### config.mk
export PLATFORM = sky130hd
export DESIGN_NAME = operand_stage
export DESIGN_NICKNAME = d
export VERILOG_FILES = /design/src/vmul_pkg.sv /design/src/operand_stage.sv
export SDC_FILE = /design/constraint.sdc
export NUM_CORES = 1
export LEC_CHECK = 0
export BUFFER_PORTS_ARGS = -buffer_cell sky130_fd_sc_hd__buf_2
export CORE_ASPECT_RATIO = 0.75
export CORE_MARGIN = 4
export CORE_UTILIZATION = 39
export CTS_CLUSTER_DIAMETER = 40
export CTS_CLUSTER_SIZE = 14
export DETAILED_ROUTE_END_ITERATION = 6
export GPL_TIMING_DRIVEN = 0
export PLACE_DENSITY = 0.89
export SLEW_MARGIN = 25
export SYNTH_ARGS = -nofsm -noshare
export SYNTH_HDL_FRONTEND = slang
export SYNTH_SLANG_ARGS = --single-unit
### constraint.sdc
create_clock -name clk -period 1 [get_ports clk]
set_clock_uncertainty 0.2 [all_clocks]
set_input_delay 0.15 -clock clk [delete_from_list [all_inputs] [get_ports clk]]
set_output_delay 0.15 -clock clk [all_outputs]
set_load 0.01 [all_outputs]
### src/vmul_pkg.sv
package vmul_pkg;

	localparam int VEC_WIDTH   = 64;
	localparam int SLICE_WIDTH = 32;
	localparam int SLICE_COUNT = VEC_WIDTH / SLICE_WIDTH;

	typedef logic [VEC_WIDTH-1:0] vec_t;

	// element width, the top code is reserved and gives a zero result
	typedef enum logic [1:0] {
		sew_8    = 2'b00,
		sew_16   = 2'b01,
		sew_32   = 2'b10,
		sew_rsvd = 2'b11
	} sew_e;

	typedef enum logic [1:0] {
		op_mul    = 2'b00,
		op_mulh   = 2'b01,
		op_mulhu  = 2'b10,
		op_mulhsu = 2'b11
	} mul_op_e;

	// request fields carried alongside the data pipeline
	typedef struct packed {
		sew_e    sew;
		mul_op_e op;
	} req_t;

	typedef struct packed {
		logic [SLICE_WIDTH-1:0] a;
		logic [SLICE_WIDTH-1:0] b;
		logic                   a_signed;
		logic                   b_signed;
	} slice_opnd_t;

	// double-width products of one slice, element 0 is the lowest lane
	typedef union packed {
		logic [SLICE_WIDTH/8-1:0][15:0]  p8;
		logic [SLICE_WIDTH/16-1:0][31:0] p16;
		logic [2*SLICE_WIDTH-1:0]        p32;
	} slice_prod_t;

endpackage

### src/operand_stage.sv
module operand_stage (
	input  logic                                                clk,
	input  logic                                                rst,
	input  vmul_pkg::vec_t                                      in_vec0,
	input  vmul_pkg::vec_t                                      in_vec1,
	input  vmul_pkg::mul_op_e                                   in_op,
	output vmul_pkg::slice_opnd_t [vmul_pkg::SLICE_COUNT-1:0]   opnd
);

	localparam int SW = vmul_pkg::SLICE_WIDTH;

	logic a_signed;
	logic b_signed;

	// vec0 is a, vec1 is b
	always_comb begin
		case (in_op)
			vmul_pkg::op_mulh: begin
				a_signed = 1'b1;
				b_signed = 1'b1;
			end
			vmul_pkg::op_mulhsu: begin
				a_signed = 1'b1;
				b_signed = 1'b0;
			end
			default: begin
				// mul keeps the same low half either way
				a_signed = 1'b0;
				b_signed = 1'b0;
			end
		endcase
	end

	always_ff @(posedge clk) begin
		if (rst) begin
			opnd <= '0;
		end else begin
			for (int i = 0; i < vmul_pkg::SLICE_COUNT; i++) begin
				opnd[i].a        <= in_vec0[i*SW +: SW];
				opnd[i].b        <= in_vec1[i*SW +: SW];
				opnd[i].a_signed <= a_signed;
				opnd[i].b_signed <= b_signed;
			end
		end
	end

endmodule

==> run summary, run 1 <==
Final HPWL DP - 7720 um
Top post-synthesis cells by area - dfxtp_1 74%, nor2b_1 23%, buf_2 1.9%
WP buf/inv - 2
Clock share of power - 43.9%
Synthesized area - 3500 um2
DRT iter0 DRCs - 118
Psw - 3.07 mW
Synth cell types - 5
Crit-path most repeated cell - buf_6
Post-layout instance area - 7510 um2
Post-DP Area - 4950 um2
Share of post-route cells with drive strength above 1 - 56.9%
Crit path cell chain - buf_6, buf_6
Violated checks - setup timing
Drc violations - 0
Yosys reg bits - 130
Yosys top cell by area - dfxtp_1
Top Ports - 264
Vias/cell - 4.54
Biggest registers after layout - opnd x130
Final setup fails - 134
Chip width - 117 um
Num CTS Buffers - 17
Post-synth top flop - dfxtp_1
Slowest cell on crit path - dfxtp_2
CTS tree - built
Max Root-Sink Buffers - 2
Count of flip-flops with a built-in enable after synthesis - 0
First-pass iteration count of the detailed router - 5
Post-synth ARST share - 0%
Register area share after synthesis - 74.3%
Actual slew at the worst max-slew pin - 0.232 ns
Most common cell in the netlist - dfxtp_1
Comb pwr share - 13.2%
Fmax - 761 MHz
Number of routed nets with antenna violations - 0
Area Overhead vs Synth - 114%
Switching Share - 23.3%
Initial core utilization - 40.8%
Post-Syn Instances - 276
Setup slack after layout - -0.314 ns
Largest register by flop count - opnd
Slew margin rel. - 84.5%
Die height - 90.1 um
Hold_ws - 0.0410 ns
First-pass GRT wire length - 22700 um
Worst hold path type - input pin to register
CP Max Fanout - 2
CP endpoint kind - output port
Tmin final - 1.31 ns
RSZ-0062 raised after global routing - yes
Final core occ - 87.3%
Rows - 29
Routed length per instance - 20.8 um
Max FFs per register - 130
Pwr dens - 1750 nW/um2
Fillers - 373
PortBufs - 262
Fraction of power consumed by sequential logic - 42.8%
PnR Total Power - 13.2 mW
Core area - 8600 um2
Nets - 820
LEAKAGE - 3.54 nW
Number of max-cap violations - 0
Post-CTS Setup Inserts - 0
Cell Int Power - 10.1 mW
Max incr delay on CP - 0.34 ns
Inst Count DP - 646
Clock sinks - 130
Final period utilization - 131%
Cell Count, Final, Fillers Out - 809
Initial antenna violation count - 1
CP Data Arrival Time - 0.96 ns
Tot GR Track Use - 27.6%
Vias in the first global route - 4096
Clock-pin slew on the worst setup and hold paths - 0.06 ns
CP top delay family - flip-flops
GRT Residual Overflow - 0
VDD IR-drop max - 1.29 mV
Worst path required time - 0.65 ns
Largest net degree at the start of global routing - 17
CP Launch Type - register
Total Wirelength - 16900 um
Die area - 10600 um2
Final Hold Violating Endpoints - 0
Outcome - finished, violations left
Synth Warn # - 0
Synthesized Nets - 408
CTS root buffer - clkbuf_16
Most common library cells after synthesis - 130 x dfxtp_1, 129 x nor2b_1, 13 x buf_2
Max-slew violation count - 0
Vias - 3672
WS Path Type - register to output port
GP Congestion - 0.745
Top-area cell type share of the netlist area - 74.3%
Syn avg cell area - 12.7 um2
CTS H-tree depth - 4
-- power by group through the flow --
stage | Sequential [mW] | Combinational [mW] | Clock (mW)
5_1_grt | 5.65 | 1.83 | 6.07
4_1_cts | 5.55 | 1.47 | 5.74
2_1_floorplan | 5.79 | 0.250 | 0
6_report | 5.64 | 1.74 | 5.78
3_3_place_gp | 5.63 | 0.961 | 0
3_5_place_dp | 5.64 | 0.990 | 0
-- through the flow --
step	worst slack, ns	TNS [ns]
6_report	-0.314	-24.11
5_1_grt	-0.339	-28.30
4_1_cts	-0.298	-24.84
3_5_place_dp	-0.0200	-0.0214
3_3_place_gp	-0.0210	-0.0562
2_1_floorplan	0.165	0
-- metal layers --
metal / track usage, % / vias up / share of wire (%) / wire length (um)
met1: 25.8 / 1773 / 34 / 5780
met5: 0 / - / 0 / 0
met2: 53.9 / 201 / 55 / 9310
li1: - / 1653 / - / -
met3: 11.2 / 45 / 7.4 / 1250
met4: 9.56 / 0 / 3.1 / 529
-- layout make-up --
| type | count | area (um2) | area share [%] |
|---|---|---|---|
| timing repair buffer | 393 | 3180 | 42.4 |
| clock inverter | 10 | 86.3 | 1.15 |
| clock buffer | 21 | 460 | 6.13 |
| tap | 108 | 135 | 1.80 |
| sequential | 130 | 2710 | 36.1 |
| buffer | 16 | 106 | 1.42 |
| multi-input combinational | 130 | 825 | 11.0 |
| antenna | 1 | 2.50 | 0.0333 |
-- cell usage in the layout (no fill, tap or decap) --
cell / synthesis / layout
clkinvlp_4: 0 / 3
nor2b_2: 0 / 2
clkbuf_16: 0 / 17
dfxtp_2: 0 / 88
buf_4: 3 / 3
clkinv_4: 0 / 1
bufinv_16: 0 / 1
clkbuf_1: 0 / 2
buf_6: 0 / 92
buf_2: 13 / 183
clkinv_2: 0 / 5
nor3b_2: 0 / 1
diode_2: 0 / 1
nor2b_1: 129 / 127
dlygate4sd3_1: 0 / 131
clkbuf_8: 0 / 2
dfxtp_1: 130 / 42
-- logic make-up after synthesis --
kind of cell	share of synthesized area (%)
AND/OR/NAND/NOR	23.2
flip-flops	74.3
buffers and inverters	2.50
-- final timing paths --
kind | start | end | slack [ns] | depth (start not counted)
max | opnd[66] | opnd[66] | -0.31 | 2
min | rst | opnd[102] | 0.04 | 3
-- repair_timing --
item                                    4_1_cts  5_1_grt
endpoints found under the setup margin      132      151
gates resized for setup                      62      137
hold buffers                                131        0
endpoints found under the hold margin       130        0
Note: power is estimated with default switching activity, not from simulation.
==> run 2, diff against run 1 <==
--- a/config.mk
+++ b/config.mk
@@ -5,10 +5,11 @@
 export SDC_FILE = /design/constraint.sdc
 export NUM_CORES = 1
 export LEC_CHECK = 0
+export ABC_AREA = 1
 export BUFFER_PORTS_ARGS = -buffer_cell sky130_fd_sc_hd__buf_2
 export CORE_ASPECT_RATIO = 0.75
 export CORE_MARGIN = 4
-export CORE_UTILIZATION = 39
+export CORE_UTILIZATION = 40
 export CTS_CLUSTER_DIAMETER = 40
 export CTS_CLUSTER_SIZE = 14
 export DETAILED_ROUTE_END_ITERATION = 6
==> run summary, run 2 <==
Nets - 951 (+16%)
Violated checks - setup timing
Setup slack after layout - -0.288 ns (+0.0261 ns)
GP Congestion - 0.836 (+12%)
Fmax - 776 MHz (+2.0%)
Post-synth top flop - dfxtp_1
Core area - 9080 um2 (+5.6%)
Most common library cells after synthesis - 130 x dfxtp_1, 130 x inv_1, 129 x nor2_1
Number of max-cap violations - 0 (unchanged)
Synthesized area - 3740 um2 (+6.7%)
Outcome - finished, violations left
Top-area cell type share of the netlist area - 69.6% (-4.7 points)
Final setup fails - 132 (-1.5%)
Pwr dens - 1720 nW/um2 (-2.0%)
Slew margin rel. - 77.9% (-6.7 points)
CP Data Arrival Time - 0.94 ns (-0.02 ns)
Final TNS setup - -24.11 ns (+0.00130 ns)
VDD IR-drop max - 1.29 mV (+0.58%)
Antenna diodes - 0 (-1)
Post-Syn Instances - 406 (+47%)
First-pass GRT wire length - 23200 um (+2.2%)
Vias in the first global route - 4439 (+8.4%)
Register area share after synthesis - 69.6% (-4.7 points)
Final core occ - 86.3% (-0.96 points)
PortBufs - 262 (unchanged)
Area Overhead vs Synth - 110%
Worst path required time - 0.65 ns (about the same)
Num CTS Buffers - 17 (unchanged)
Top post-synthesis cells by area - dfxtp_1 70%, inv_1 13%, nor2_1 13%
Post-DP Area - 5210 um2 (+5.3%)
Fillers - 423 (+13%)
Worst hold path type - input pin to register
CP endpoint kind - output port
Hold_ws - 0.246 ns (+0.205 ns)
Max-slew violation count - 0 (unchanged)
Chip width - 120 um (+1.9%)
CTS tree - built
Crit. Startpoint - opnd[66]
Largest net degree at the start of global routing - 17 (unchanged)
Initial antenna violation count - 0 (-1)
Biggest registers after layout - opnd x130
Drc violations - 0 (unchanged)
Initial core utilization - 41.2% (+0.43 points)
Post-layout instance area - 7840 um2 (+4.5%)
CP Launch Type - register
Post-synth ARST share - 0% (unchanged)
Clock-pin slew on the worst setup and hold paths - 0.06 ns (about the same)
CTS H-tree depth - 4 (unchanged)
Top Ports - 264 (unchanged)
CP Max Fanout - 2 (unchanged)
Yosys reg bits - 130 (unchanged)
Max FFs per register - 130 (unchanged)
Die area - 11000 um2 (+3.8%)
Synthesized Nets - 538 (+32%)
Count of flip-flops with a built-in enable after synthesis - 0 (unchanged)
Vias - 4198 (+14%)
Tmin final - 1.29 ns (-0.0261 ns)
Die height - 91.8 um (+1.8%)
Routed length per instance - 18.8 um (-9.8%)
Final HPWL DP - 7820 um (+1.2%)
Clock sinks - 130 (unchanged)
Final period utilization - 129% (-2.6 points)
Most common cell after layout, fill and taps aside - buf_2
WS Path Type - register to output port
LEAKAGE - 4.26 nW (+21%)
Final Hold Violating Endpoints - 0 (unchanged)
Total Wirelength - 18100 um (+7.1%)
DRT iter0 DRCs - 223 (+89%)
RSZ-0062 raised after global routing - yes
Synth Warn # - 0 (unchanged)
Worst Hold Launch - rst
CTS root buffer - clkbuf_16
Actual slew at the worst max-slew pin - 0.332 ns (+0.100 ns)
Largest register by flop count - opnd
Syn avg cell area - 9.21 um2 (-27%)
Tot GR Track Use - 27.5% (-0.050 points)
First-pass iteration count of the detailed router - 5 (unchanged)
Max Root-Sink Buffers - 2 (unchanged)
Synth cell types - 7 (+2)
Vias/cell - 4.37 (-3.7%)
Yosys top cell by area - dfxtp_1
Rows - 30 (+3.4%)
Number of routed nets with antenna violations - 0 (unchanged)
Most frequent cells in the layout - 169 x buf_2, 130 x inv_1, 130 x dlygate4sd3_1
Share of post-route cells with drive strength above 1 - 48.8% (-8.1 points)
GRT Residual Overflow - 0 (unchanged)
-- run 2: cell count changes in the layout (fill, tap and decap cells not counted), moves of 4 or more --
cell / previous run / this run
nor2_1: 0 / 128
nor2b_1: 127 / 0
buf_2: 183 / 169
buf_6: 92 / 107
clkinv_4: 1 / 5
dfxtp_1: 42 / 36
inv_1: 0 / 130
dfxtp_2: 88 / 94
-- run 2: layout make-up --
cell class	instances	area, um2	area share [%]
Clock buffer	18	439	5.60
Tap cell	128	160	2.04
Clock inverter	14	133	1.69
Multi-Input combinational cell	130	490	6.25
Sequential cell	130	2720	34.7
Timing Repair Buffer	394	3240	41.3
Inverter	130	488	6.22
Buffer	16	174	2.22
-- run 2: metal layers --
| layer | global-route usage [%] | share of wire (%) |
|---|---|---|
| met5 | 0 | 0 |
| met4 | 9.72 | 3.7 |
| met3 | 10.8 | 8.8 |
| met2 | 53.6 | 55 |
| met1 | 26.1 | 33 |
-- run 2: final timing paths --
path	endpoint	slack [ns]	cells after the start
max	opnd[66]	-0.29	2
min	opnd[33]	0.25	3
-- run 2: worst max-delay path, cell delays in order (launching register included) --
cell	delay [ns]
dfxtp_2	0.32
buf_6	0.11
buf_6	0.11
-- run 2: per-stage QoR --
| stage | power [mW] | worst slack (ns) | instances |
|---|---|---|---|
| finish | 13.5 | -0.288 | 960 |
| global route | 13.9 | -0.315 | 960 |
| CTS | 13.0 | -0.292 | 959 |
| detailed placement | 6.71 | 0.105 | 796 |
| global placement | 6.66 | 0.113 | 796 |
| floorplan | 6.10 | 0.165 | 406 |
-- run 2: kinds of logic after synthesis --
kind of cell           synth area share [%]
AND/OR/NAND/NOR                        13.0
flip-flops                             69.6
buffers and inverters                  17.4
-- run 2: repair_timing --
item | CTS | global route
setup endpoints to repair | 132 | 249
gates resized for setup | 59 | 138
endpoints found under the hold margin | 130 | 0
cloned | 0 | 1
setup buffers | 0 | 0
hold buffers | 131 | 0
-- run 2: where the power goes --
part,internal [mW],switching (mW)
Sequential,5.50,0.145
Clock,3.52,2.43
Combinational,1.08,0.783
Total,10.1,3.36
