## config.mk

```make
export PLATFORM = sky130hd
export DESIGN_NAME = vmul_ctrl
export DESIGN_NICKNAME = d
export VERILOG_FILES = /design/src/vmul_pkg.sv /design/src/vmul_ctrl.sv
export SDC_FILE = /design/constraint.sdc
export NUM_CORES = 1
export LEC_CHECK = 0
export ABC_AREA = 1
export BUFFER_PORTS_ARGS = -buffer_cell sky130_fd_sc_hd__buf_2
export CAP_MARGIN = 25
export CORE_MARGIN = 8
export CORE_UTILIZATION = 51
export CTS_BUF_LIST = sky130_fd_sc_hd__clkbuf_8 sky130_fd_sc_hd__clkbuf_16
export DETAILED_ROUTE_END_ITERATION = 8
export PLACE_DENSITY = 0.77
export REMOVE_ABC_BUFFERS = 1
export SLEW_MARGIN = 10
export SYNTH_ARGS = -nofsm -noshare
export SYNTH_HDL_FRONTEND = slang
export SYNTH_SLANG_ARGS = --single-unit
```

## constraint.sdc

```tcl
create_clock -name clk -period 0.8 [get_ports clk]
set_input_delay 0.04 -clock clk [delete_from_list [all_inputs] [get_ports clk]]
set_output_delay 0.04 -clock clk [all_outputs]
set_load 0.1 [all_outputs]
```

## src/vmul_pkg.sv

```systemverilog
package vmul_pkg;

	localparam int VEC_WIDTH   = 64;
	localparam int SLICE_WIDTH = 32;
	localparam int SLICE_COUNT = VEC_WIDTH / SLICE_WIDTH;

	typedef logic [VEC_WIDTH-1:0] vec_t;

	// element width, the top code is reserved and gives a zero result
	typedef enum logic [1:0] {
		sew_8    = 2'b00,
		sew_16   = 2'b01,
		sew_32   = 2'b10,
		sew_rsvd = 2'b11
	} sew_e;

	typedef enum logic [1:0] {
		op_mul    = 2'b00,
		op_mulh   = 2'b01,
		op_mulhu  = 2'b10,
		op_mulhsu = 2'b11
	} mul_op_e;

	// request fields carried alongside the data pipeline
	typedef struct packed {
		sew_e    sew;
		mul_op_e op;
	} req_t;

	typedef struct packed {
		logic [SLICE_WIDTH-1:0] a;
		logic [SLICE_WIDTH-1:0] b;
		logic                   a_signed;
		logic                   b_signed;
	} slice_opnd_t;

	// double-width products of one slice, element 0 is the lowest lane
	typedef union packed {
		logic [SLICE_WIDTH/8-1:0][15:0]  p8;
		logic [SLICE_WIDTH/16-1:0][31:0] p16;
		logic [2*SLICE_WIDTH-1:0]        p32;
	} slice_prod_t;

endpackage

```

## src/vmul_ctrl.sv

```systemverilog
module vmul_ctrl #(
	parameter int ADDR_WIDTH = 32
) (
	input  logic                     clk,
	input  logic                     rst,
	input  logic                     in_valid,
	input  vmul_pkg::sew_e           in_sew,
	input  vmul_pkg::mul_op_e        in_op,
	input  logic [ADDR_WIDTH-1:0]    in_addr,
	output vmul_pkg::req_t           s1_req,
	output vmul_pkg::req_t           s2_req,
	output logic                     out_valid,
	output logic [ADDR_WIDTH-1:0]    out_addr
);

	logic                  s1_valid;
	logic                  s2_valid;
	logic [ADDR_WIDTH-1:0] s1_addr;
	logic [ADDR_WIDTH-1:0] s2_addr;

	// s1 lines up with operand_stage, s2 with lane_mult, out with result_pack
	always_ff @(posedge clk) begin
		if (rst) begin
			s1_valid  <= 1'b0;
			s2_valid  <= 1'b0;
			out_valid <= 1'b0;
			s1_req    <= '0;
			s2_req    <= '0;
			s1_addr   <= '0;
			s2_addr   <= '0;
			out_addr  <= '0;
		end else begin
			s1_valid <= in_valid;
			if (in_valid) begin
				s1_req.sew <= in_sew;
				s1_req.op  <= in_op;
				s1_addr    <= in_addr;
			end else begin
				// idle slot carries no stale width or kind
				s1_req  <= '0;
				s1_addr <= '0;
			end

			s2_valid <= s1_valid;
			s2_req   <= s1_req;
			s2_addr  <= s1_addr;

			out_valid <= s2_valid;
			out_addr  <= s2_addr;
		end
	end

endmodule

```

==> results of run 1 <==
[per-stage QoR]
step / worst slack, ps / hold slack [ps] / util
6_report: -161 / 135 / 0.812
5_1_grt: -193 / 133 / 0.812
4_1_cts: -175 / 119 / 0.810
3_5_place_dp: 10.1 / 258 / 0.705
3_3_place_gp: 73.1 / 253 / 0.705
2_1_floorplan: -369 / 111 / -
[layer usage]
metal  vias up  GRT usage
met3        14     0.0544
met4         0     0.0991
met1       963      0.121
met2        56      0.290
li1       1132          -
met5         -          0
[placed cells by master (no fill, tap or decap), drive strengths merged]
master       count
dlygate4sd3     37
diode            1
dfxtp          107
buf             85
inv            110
clkinvlp         3
clkbuf          11
nor2           106
nand2            1
[worst paths after layout]
path	slack (ps)	depth (start not counted)	to
min reg2reg	400	2	out_addr[6]
max reg2reg	110	3	s2_req[0]
min	140	3	s2_addr[13]
max	-160	1	out_addr[13]
[state kept, by name (all words and copies together) (netlist names)]
signal / flops
s1_valid: 1
s2_addr: 32
s1_req: 4
s1_addr: 32
s2_req: 4
out_addr: 32
s2_valid: 1
out_valid: 1
[power breakdown]
group	switching [µW]	total (µW)	internal [µW]	leakage, µW
registers	64.1	5550	5480	0.000892
clock network	1710	2990	1280	0.0000902
logic	580	1010	434	0.00120
[cells by family after synthesis]
logic type    Yosys count  share of synthesized area
buf+inv               119                      0.156
flops                 107                      0.686
simple gates          107                      0.157
[layout make-up]
cell class / count / area (µm²)
tap: 75 / 93.8
multi-input combinational: 107 / 490
inverter: 108 / 408
antenna: 1 / 2.50
sequential: 107 / 2190
timing repair buffer: 122 / 1440
clock buffer: 11 / 151
fill: 359 / 1110
clock inverter: 5 / 30.0
[worst register-to-register path: cells and delay by family (launching register included)]
family | cells | cell delay (ps)
DFF | 1 | 360
and+or+nand+nor | 1 | 110
buffers and inverters | 2 | 140
[timing repair]
action	CTS	global route
endpoints found under the setup margin	41	41
endpoints found under the hold margin	39	0
resized for setup	41	0
hold buffers	37	0
setup buffers	3	1
==> summary.md, run 1 <==
| Metric | Value |
|---|---|
| Outcome | complete, but fails checks |
| Failing checks | negative setup slack |
| Final Total Pwr | between 9000 and 10,000 µW |
| WL met2 | between 3000 and 4000 µm |
| Gr usage total | 0.149 |
| Seq/Total Area, Yosys | 0.686 |
| Setup Total Neg Slack | -5380 ps |
| Max-slew headroom | 0.781 |
| Met3 WL | between 400 and 500 µm |
| Die extent in y | 94.2 µm |
| Mapped Cells | 333 |
| RSZ-0062 raised after global routing | yes |
| CP max stage cell | dfxtp_2 |
| H-tree levels | 3 |
| Post-synth top area share | 0.686 |
| Worst skew pair latency | roughly 360 ps |
| Fin crit share | 1.20 |
| Placed Area | 0.00417 mm² |
| First-pass GRT wire length | around 9800 µm |
| Fin area | between 0.004 and 0.005 mm² |
| Pleak | approximately 0.0022 µW |
| Max_cap viols | 0 |
| VDD IR max | 1.37 mV |
| Routability Congestion | roughly 0.67 |
| Synth cell count leaders | dfxtp_1, inv_1, nor2_1, nor2_2, buf_2 |
| Initial core utilization | 0.527 |
| CTS Buffer Depth | 2 |
| Hold Crit Class | in -> reg |
| DR WL/cell | 11.6 µm |
| Grt ovf | 0 |
| DRC Markers | 0 |
| Worst path required time | between 700 and 800 ps |
| FF-to-FF Start | s1_req[0] |
| Worst Max-Slew Pin Slew | ~330 ps |
| Min Tclk post-route | between 900 and 1000 ps |
| CTS buffer count | 9 |
| Netlist cell types | 8 |
| Crit end category | primary output |
| Min-delay src | rst |
| Synth area leaders | dfxtp_1, inv_1, nor2_1 |
| Critical path arrival | about 920 ps |
| Antenna violations before repair | 1 |
| Largest net degree at the start of global routing | between 40 and 50 |
| Nets | between 400 and 500 |
| Placed cells | around 480 |
| Synth warn | 0 |
| Crit path max-delay family | flip-flops |
| CP startpoint | out_addr[13] |
| Synth Register Bits | 107 |
| FFs w/ async S/R, synth | 0 |
| Number of enable flip-flop cells after synthesis | 0 |
| CP max FO | 1 |
| Power Density | between 1500 and 2000 mW/mm² |
| TritonCTS clock tree | yes |
| Critical Path Source Type | register |
| Routed WL | roughly 6200 µm |
| Area delta synth->final | 54.1% |
| Slew Limit Fails | 0 |
| Ys flop type | dfxtp_1 |
| Drt via density | slightly above 4 |
| Rows | 28 |
| Dpl hpwl | approximately 4000 µm |
| Post-Layout Cell Count | 536 |
| Iter 0 DRT Violations | 61 |
| Synthesized area per cell | around 9.4 µm² |
| Buffers & Inverters on Critical Path | 1 |
| WL met1 | 2100 µm |
| Setup ws final | -161 ps |
| Clock Sinks | 107 |
| Final setup viols | 41 |
| Mapped cell area | about 0.0031 mm² |
| Vias in the first global route | 2,233 |
| Clock-pin slew on the worst setup and hold paths | around 100 ps |
| First-pass DRT Iterations | 3 |
| Fmax | 1040 MHz |
| Clk_skew | around 6.8 ps |
| Layout cells sized above 1 | 0.372 |
| Post-DRT Antenna Nets | 0 |
| Die ar. | about 0.0089 mm² |
| Via count | around 2,200 |
| Crit path kind | reg -> out |
| Yosys top cell by area | dfxtp_1 |
| Port buffer count | 79 |
| Root Buffer | clkbuf_8 |
| Critical-path cell list | buf_12 |
| Hold Violations, Final | 0 |
| Largest stage delay on the critical path | between 300 and 400 ps |
| Core area | ~0.0059 mm² |
| Io pins | 80 |
| Die width | between 90 and 100 µm |
| Top layer in use | met4 |
No activity file was read; power rests on OpenSTA's default activity.
==> run 2: changes to the inputs <==
--- a/config.mk
+++ b/config.mk
@@ -9,10 +9,9 @@
 export BUFFER_PORTS_ARGS = -buffer_cell sky130_fd_sc_hd__buf_2
 export CAP_MARGIN = 25
 export CORE_MARGIN = 8
-export CORE_UTILIZATION = 51
+export CORE_UTILIZATION = 40
 export CTS_BUF_LIST = sky130_fd_sc_hd__clkbuf_8 sky130_fd_sc_hd__clkbuf_16
 export DETAILED_ROUTE_END_ITERATION = 8
-export PLACE_DENSITY = 0.77
 export REMOVE_ABC_BUFFERS = 1
 export SLEW_MARGIN = 10
 export SYNTH_ARGS = -nofsm -noshare
==> run 2 against run 1 <==
Against the previous run:
- the run still ends with negative setup slack left
- sequential cell count unchanged
- sequential power about the same
- fmax up 3.7%
- via count down 5.0%
- non-clock buffer count down 5
- critical endpoint is now s1_req[3]
- largest cell class unchanged
==> summary.md, run 2 (synthesis results as in run 1) <==
| Metric | Value |
|---|---|
| Clock-pin slew on the worst setup and hold paths | 90 ps (about the same) |
| Final Total Pwr | 9910 µW (+3.7%) |
| Fmax | 1080 MHz (+3.7%) |
| DRC Markers | 0 (unchanged) |
| Routability Congestion | 0.634 (-5.7%) |
| Largest registers | out_addr (32), s1_addr (32), s2_addr (32) |
| Iter 0 DRT Violations | 31 (-49%) |
| CP max stage cell | dfxtp_2 |
| Setup ws final | -127 ps (+34.0 ps) |
| DR WL/cell | 9.55 µm (-18%) |
| Post-DRT Antenna Nets | 0 (unchanged) |
| Fin area | 0.00483 mm² (+0.36%) |
| Setup crit end | s1_req[3] |
| Max-slew headroom | 0.775 (-0.00632) |
| Crit path max-delay family | flip-flops |
| Post CTS Setup Buffer Count | 0 (-3) |
| Hold Violations, Final | 0 (unchanged) |
| Diodes inserted | 0 (-1) |
| Register area | 0.00219 mm² (unchanged) |
| Grt ovf | 0 (unchanged) |
| Critical-path cell list | buf_12 |
| CTS buffer count | 9 (unchanged) |
| Fillers | 617 (+72%) |
| Antenna violations before repair | 0 (-1) |
| Critical path arrival | 890 ps (-30 ps) |
| Worst Max-Slew Pin Slew | 337 ps (+9.45 ps) |
| Area delta synth->final | 54.7% |
| Slew Limit Fails | 0 (unchanged) |
| Via count | 2,057 (-5.0%) |
| Critical path depth | 1 (unchanged) |
| Multi-input gate area | 490 µm² (unchanged) |
| Placed cells | 505 (+5.6%) |
| Vias in the first global route | 2,143 (-4.0%) |
| TritonCTS clock tree | yes |
| Critical Path Source Type | register |
| Reg2reg end | s2_req[1] |
| Crit end category | primary output |
| Root Buffer | clkbuf_8 |
| Die ar. | 0.0109 mm² (+23%) |
| Rows | 32 (+14%) |
| H-tree levels | 3 (unchanged) |
| CP startpoint | s1_req[3] |
| Max_cap viols | 0 (unchanged) |
| Pleak | 0.00217 µW (-0.35%) |
| Clk_skew | 6.02 ps (-0.762 ps) |
| Worst skew pair latency | 350 ps (about the same) |
| FF-to-FF Start | s1_req[1] |
| Io pins | 80 (unchanged) |
| Buffers & Inverters on Critical Path | 1 (unchanged) |
| Gr usage total | 0.107 (-0.0424) |
| Outcome | complete, but fails checks |
| Reg2reg path depth | 2 (-1) |
| First-pass DRT Iterations | 3 (unchanged) |
| RSZ-0062 raised after global routing | yes |
| Placed Area | 0.00421 mm² (+0.81%) |
| Core area | 0.00765 mm² (+29%) |
| Most used cells in the layout excluding fill and tap cells | inv_1, nor2_1, dfxtp_1 |
| First-pass GRT wire length | 9410 µm (-3.5%) |
| Routed WL | 5310 µm (-15%) |
| R2r setup slk | 260 ps (+150 ps) |
| Worst path required time | 760 ps (about the same) |
| Min Tclk post-route | 927 ps (-34.0 ps) |
| Crit path kind | reg -> out |
| Layout cells sized above 1 | 0.366 (-0.00610) |
| CTS Buffer Depth | 2 (unchanged) |
| Clock Sinks | 107 (unchanged) |
| Commonest non-fill, non-tap cell in the layout | inv_1 |
| Nets | 489 (-1.0%) |
| CP max FO | 2 (+1) |
| Port buffer count | 79 (unchanged) |
| Drt via density | 3.70 (-8.4%) |
| Post-Layout Cell Count | 556 (+3.7%) |
| Hold Crit Class | in -> reg |
| VDD IR max | 1.01 mV (-27%) |
| Die width | 104 µm (+11%) |
| Power Density | 2050 mW/mm² (+3.3%) |
| Failing checks | negative setup slack |
| Fin crit share | 1.16 (-0.0425) |
| Largest stage delay on the critical path | 360 ps (about the same) |
| Largest net degree at the start of global routing | 49 (+20%) |
| Die extent in y | 104 µm (+11%) |
| Initial core utilization | 0.408 (-0.119) |
| Dpl hpwl | 3560 µm (-8.9%) |
| Final setup viols | 41 (unchanged) |
run 2: cell count changes in the layout (fill, tap and decap cells not counted):
| cell | change |
|---|---|
| bufinv_16 | +2 |
| dlygate4sd3_1 | -1 |
| diode_2 | -1 |
| clkbuf_8 | -2 |
| clkinv_4 | +1 |
| buf_4 | -4 |
| clkinvlp_4 | -2 |
run 2: worst min-delay path by stage:
stage / from / end / slack (ps) / cells past startpoint
final: rst / out_addr[5] / 150 / 3
after global routing: rst / s2_addr[7] / 150 / 3
after CTS: rst / out_addr[15] / 140 / 3
after detailed placement: in_addr[1] / s1_addr[1] / 260 / 3
after global placement: in_sew[0] / s1_req[2] / 250 / 3
after floorplan: rst / out_addr[0] / 110 / 1
run 2: cell type report:
type / count / area share
clock inverter: 6 / 0.0174
timing repair buffer: 117 / 0.290
inverter: 108 / 0.0845
tap: 102 / 0.0264
sequential: 107 / 0.454
clock buffer: 9 / 0.0257
multi-input combinational: 107 / 0.102
run 2: power breakdown:
part	switching, µW	internal (µW)	total, µW	leakage [µW]
Combinational	561	422	983	0.00117
Sequential	60.9	5480	5540	0.000892
Clock	1650	1730	3380	0.000108
Total	2270	7630	9910	0.00217
run 2: repair_timing:
item / 4_1_cts / 5_1_grt
setup endpoints to repair: 41 / 41
endpoints found under the hold margin: 36 / 0
gates resized for setup: 41 / 0
hold buffers: 36 / 0
run 2: routing by layer:
metal  vias to the layer above  global-route usage  share of wire  routed length [µm]
met3                         6              0.0533          0.086                 455
li1                       1118                   -              -                   -
met1                       881               0.103           0.40                2130
met4                         0              0.0434          0.012                  65
met2                        52               0.189           0.50                2650
met5                         -                   0              0                   0
run 2: stage by stage:
stage               TNS (ps)  worst slack (ps)  utilization  hold WS, ps
floorplan              -7650              -369            -          111
global placement           0              85.8        0.550          252
detailed placement         0              60.5        0.550          261
CTS                    -5410              -151        0.631          141
global route           -6420              -181        0.631          150
finish                 -4490              -127        0.631          151
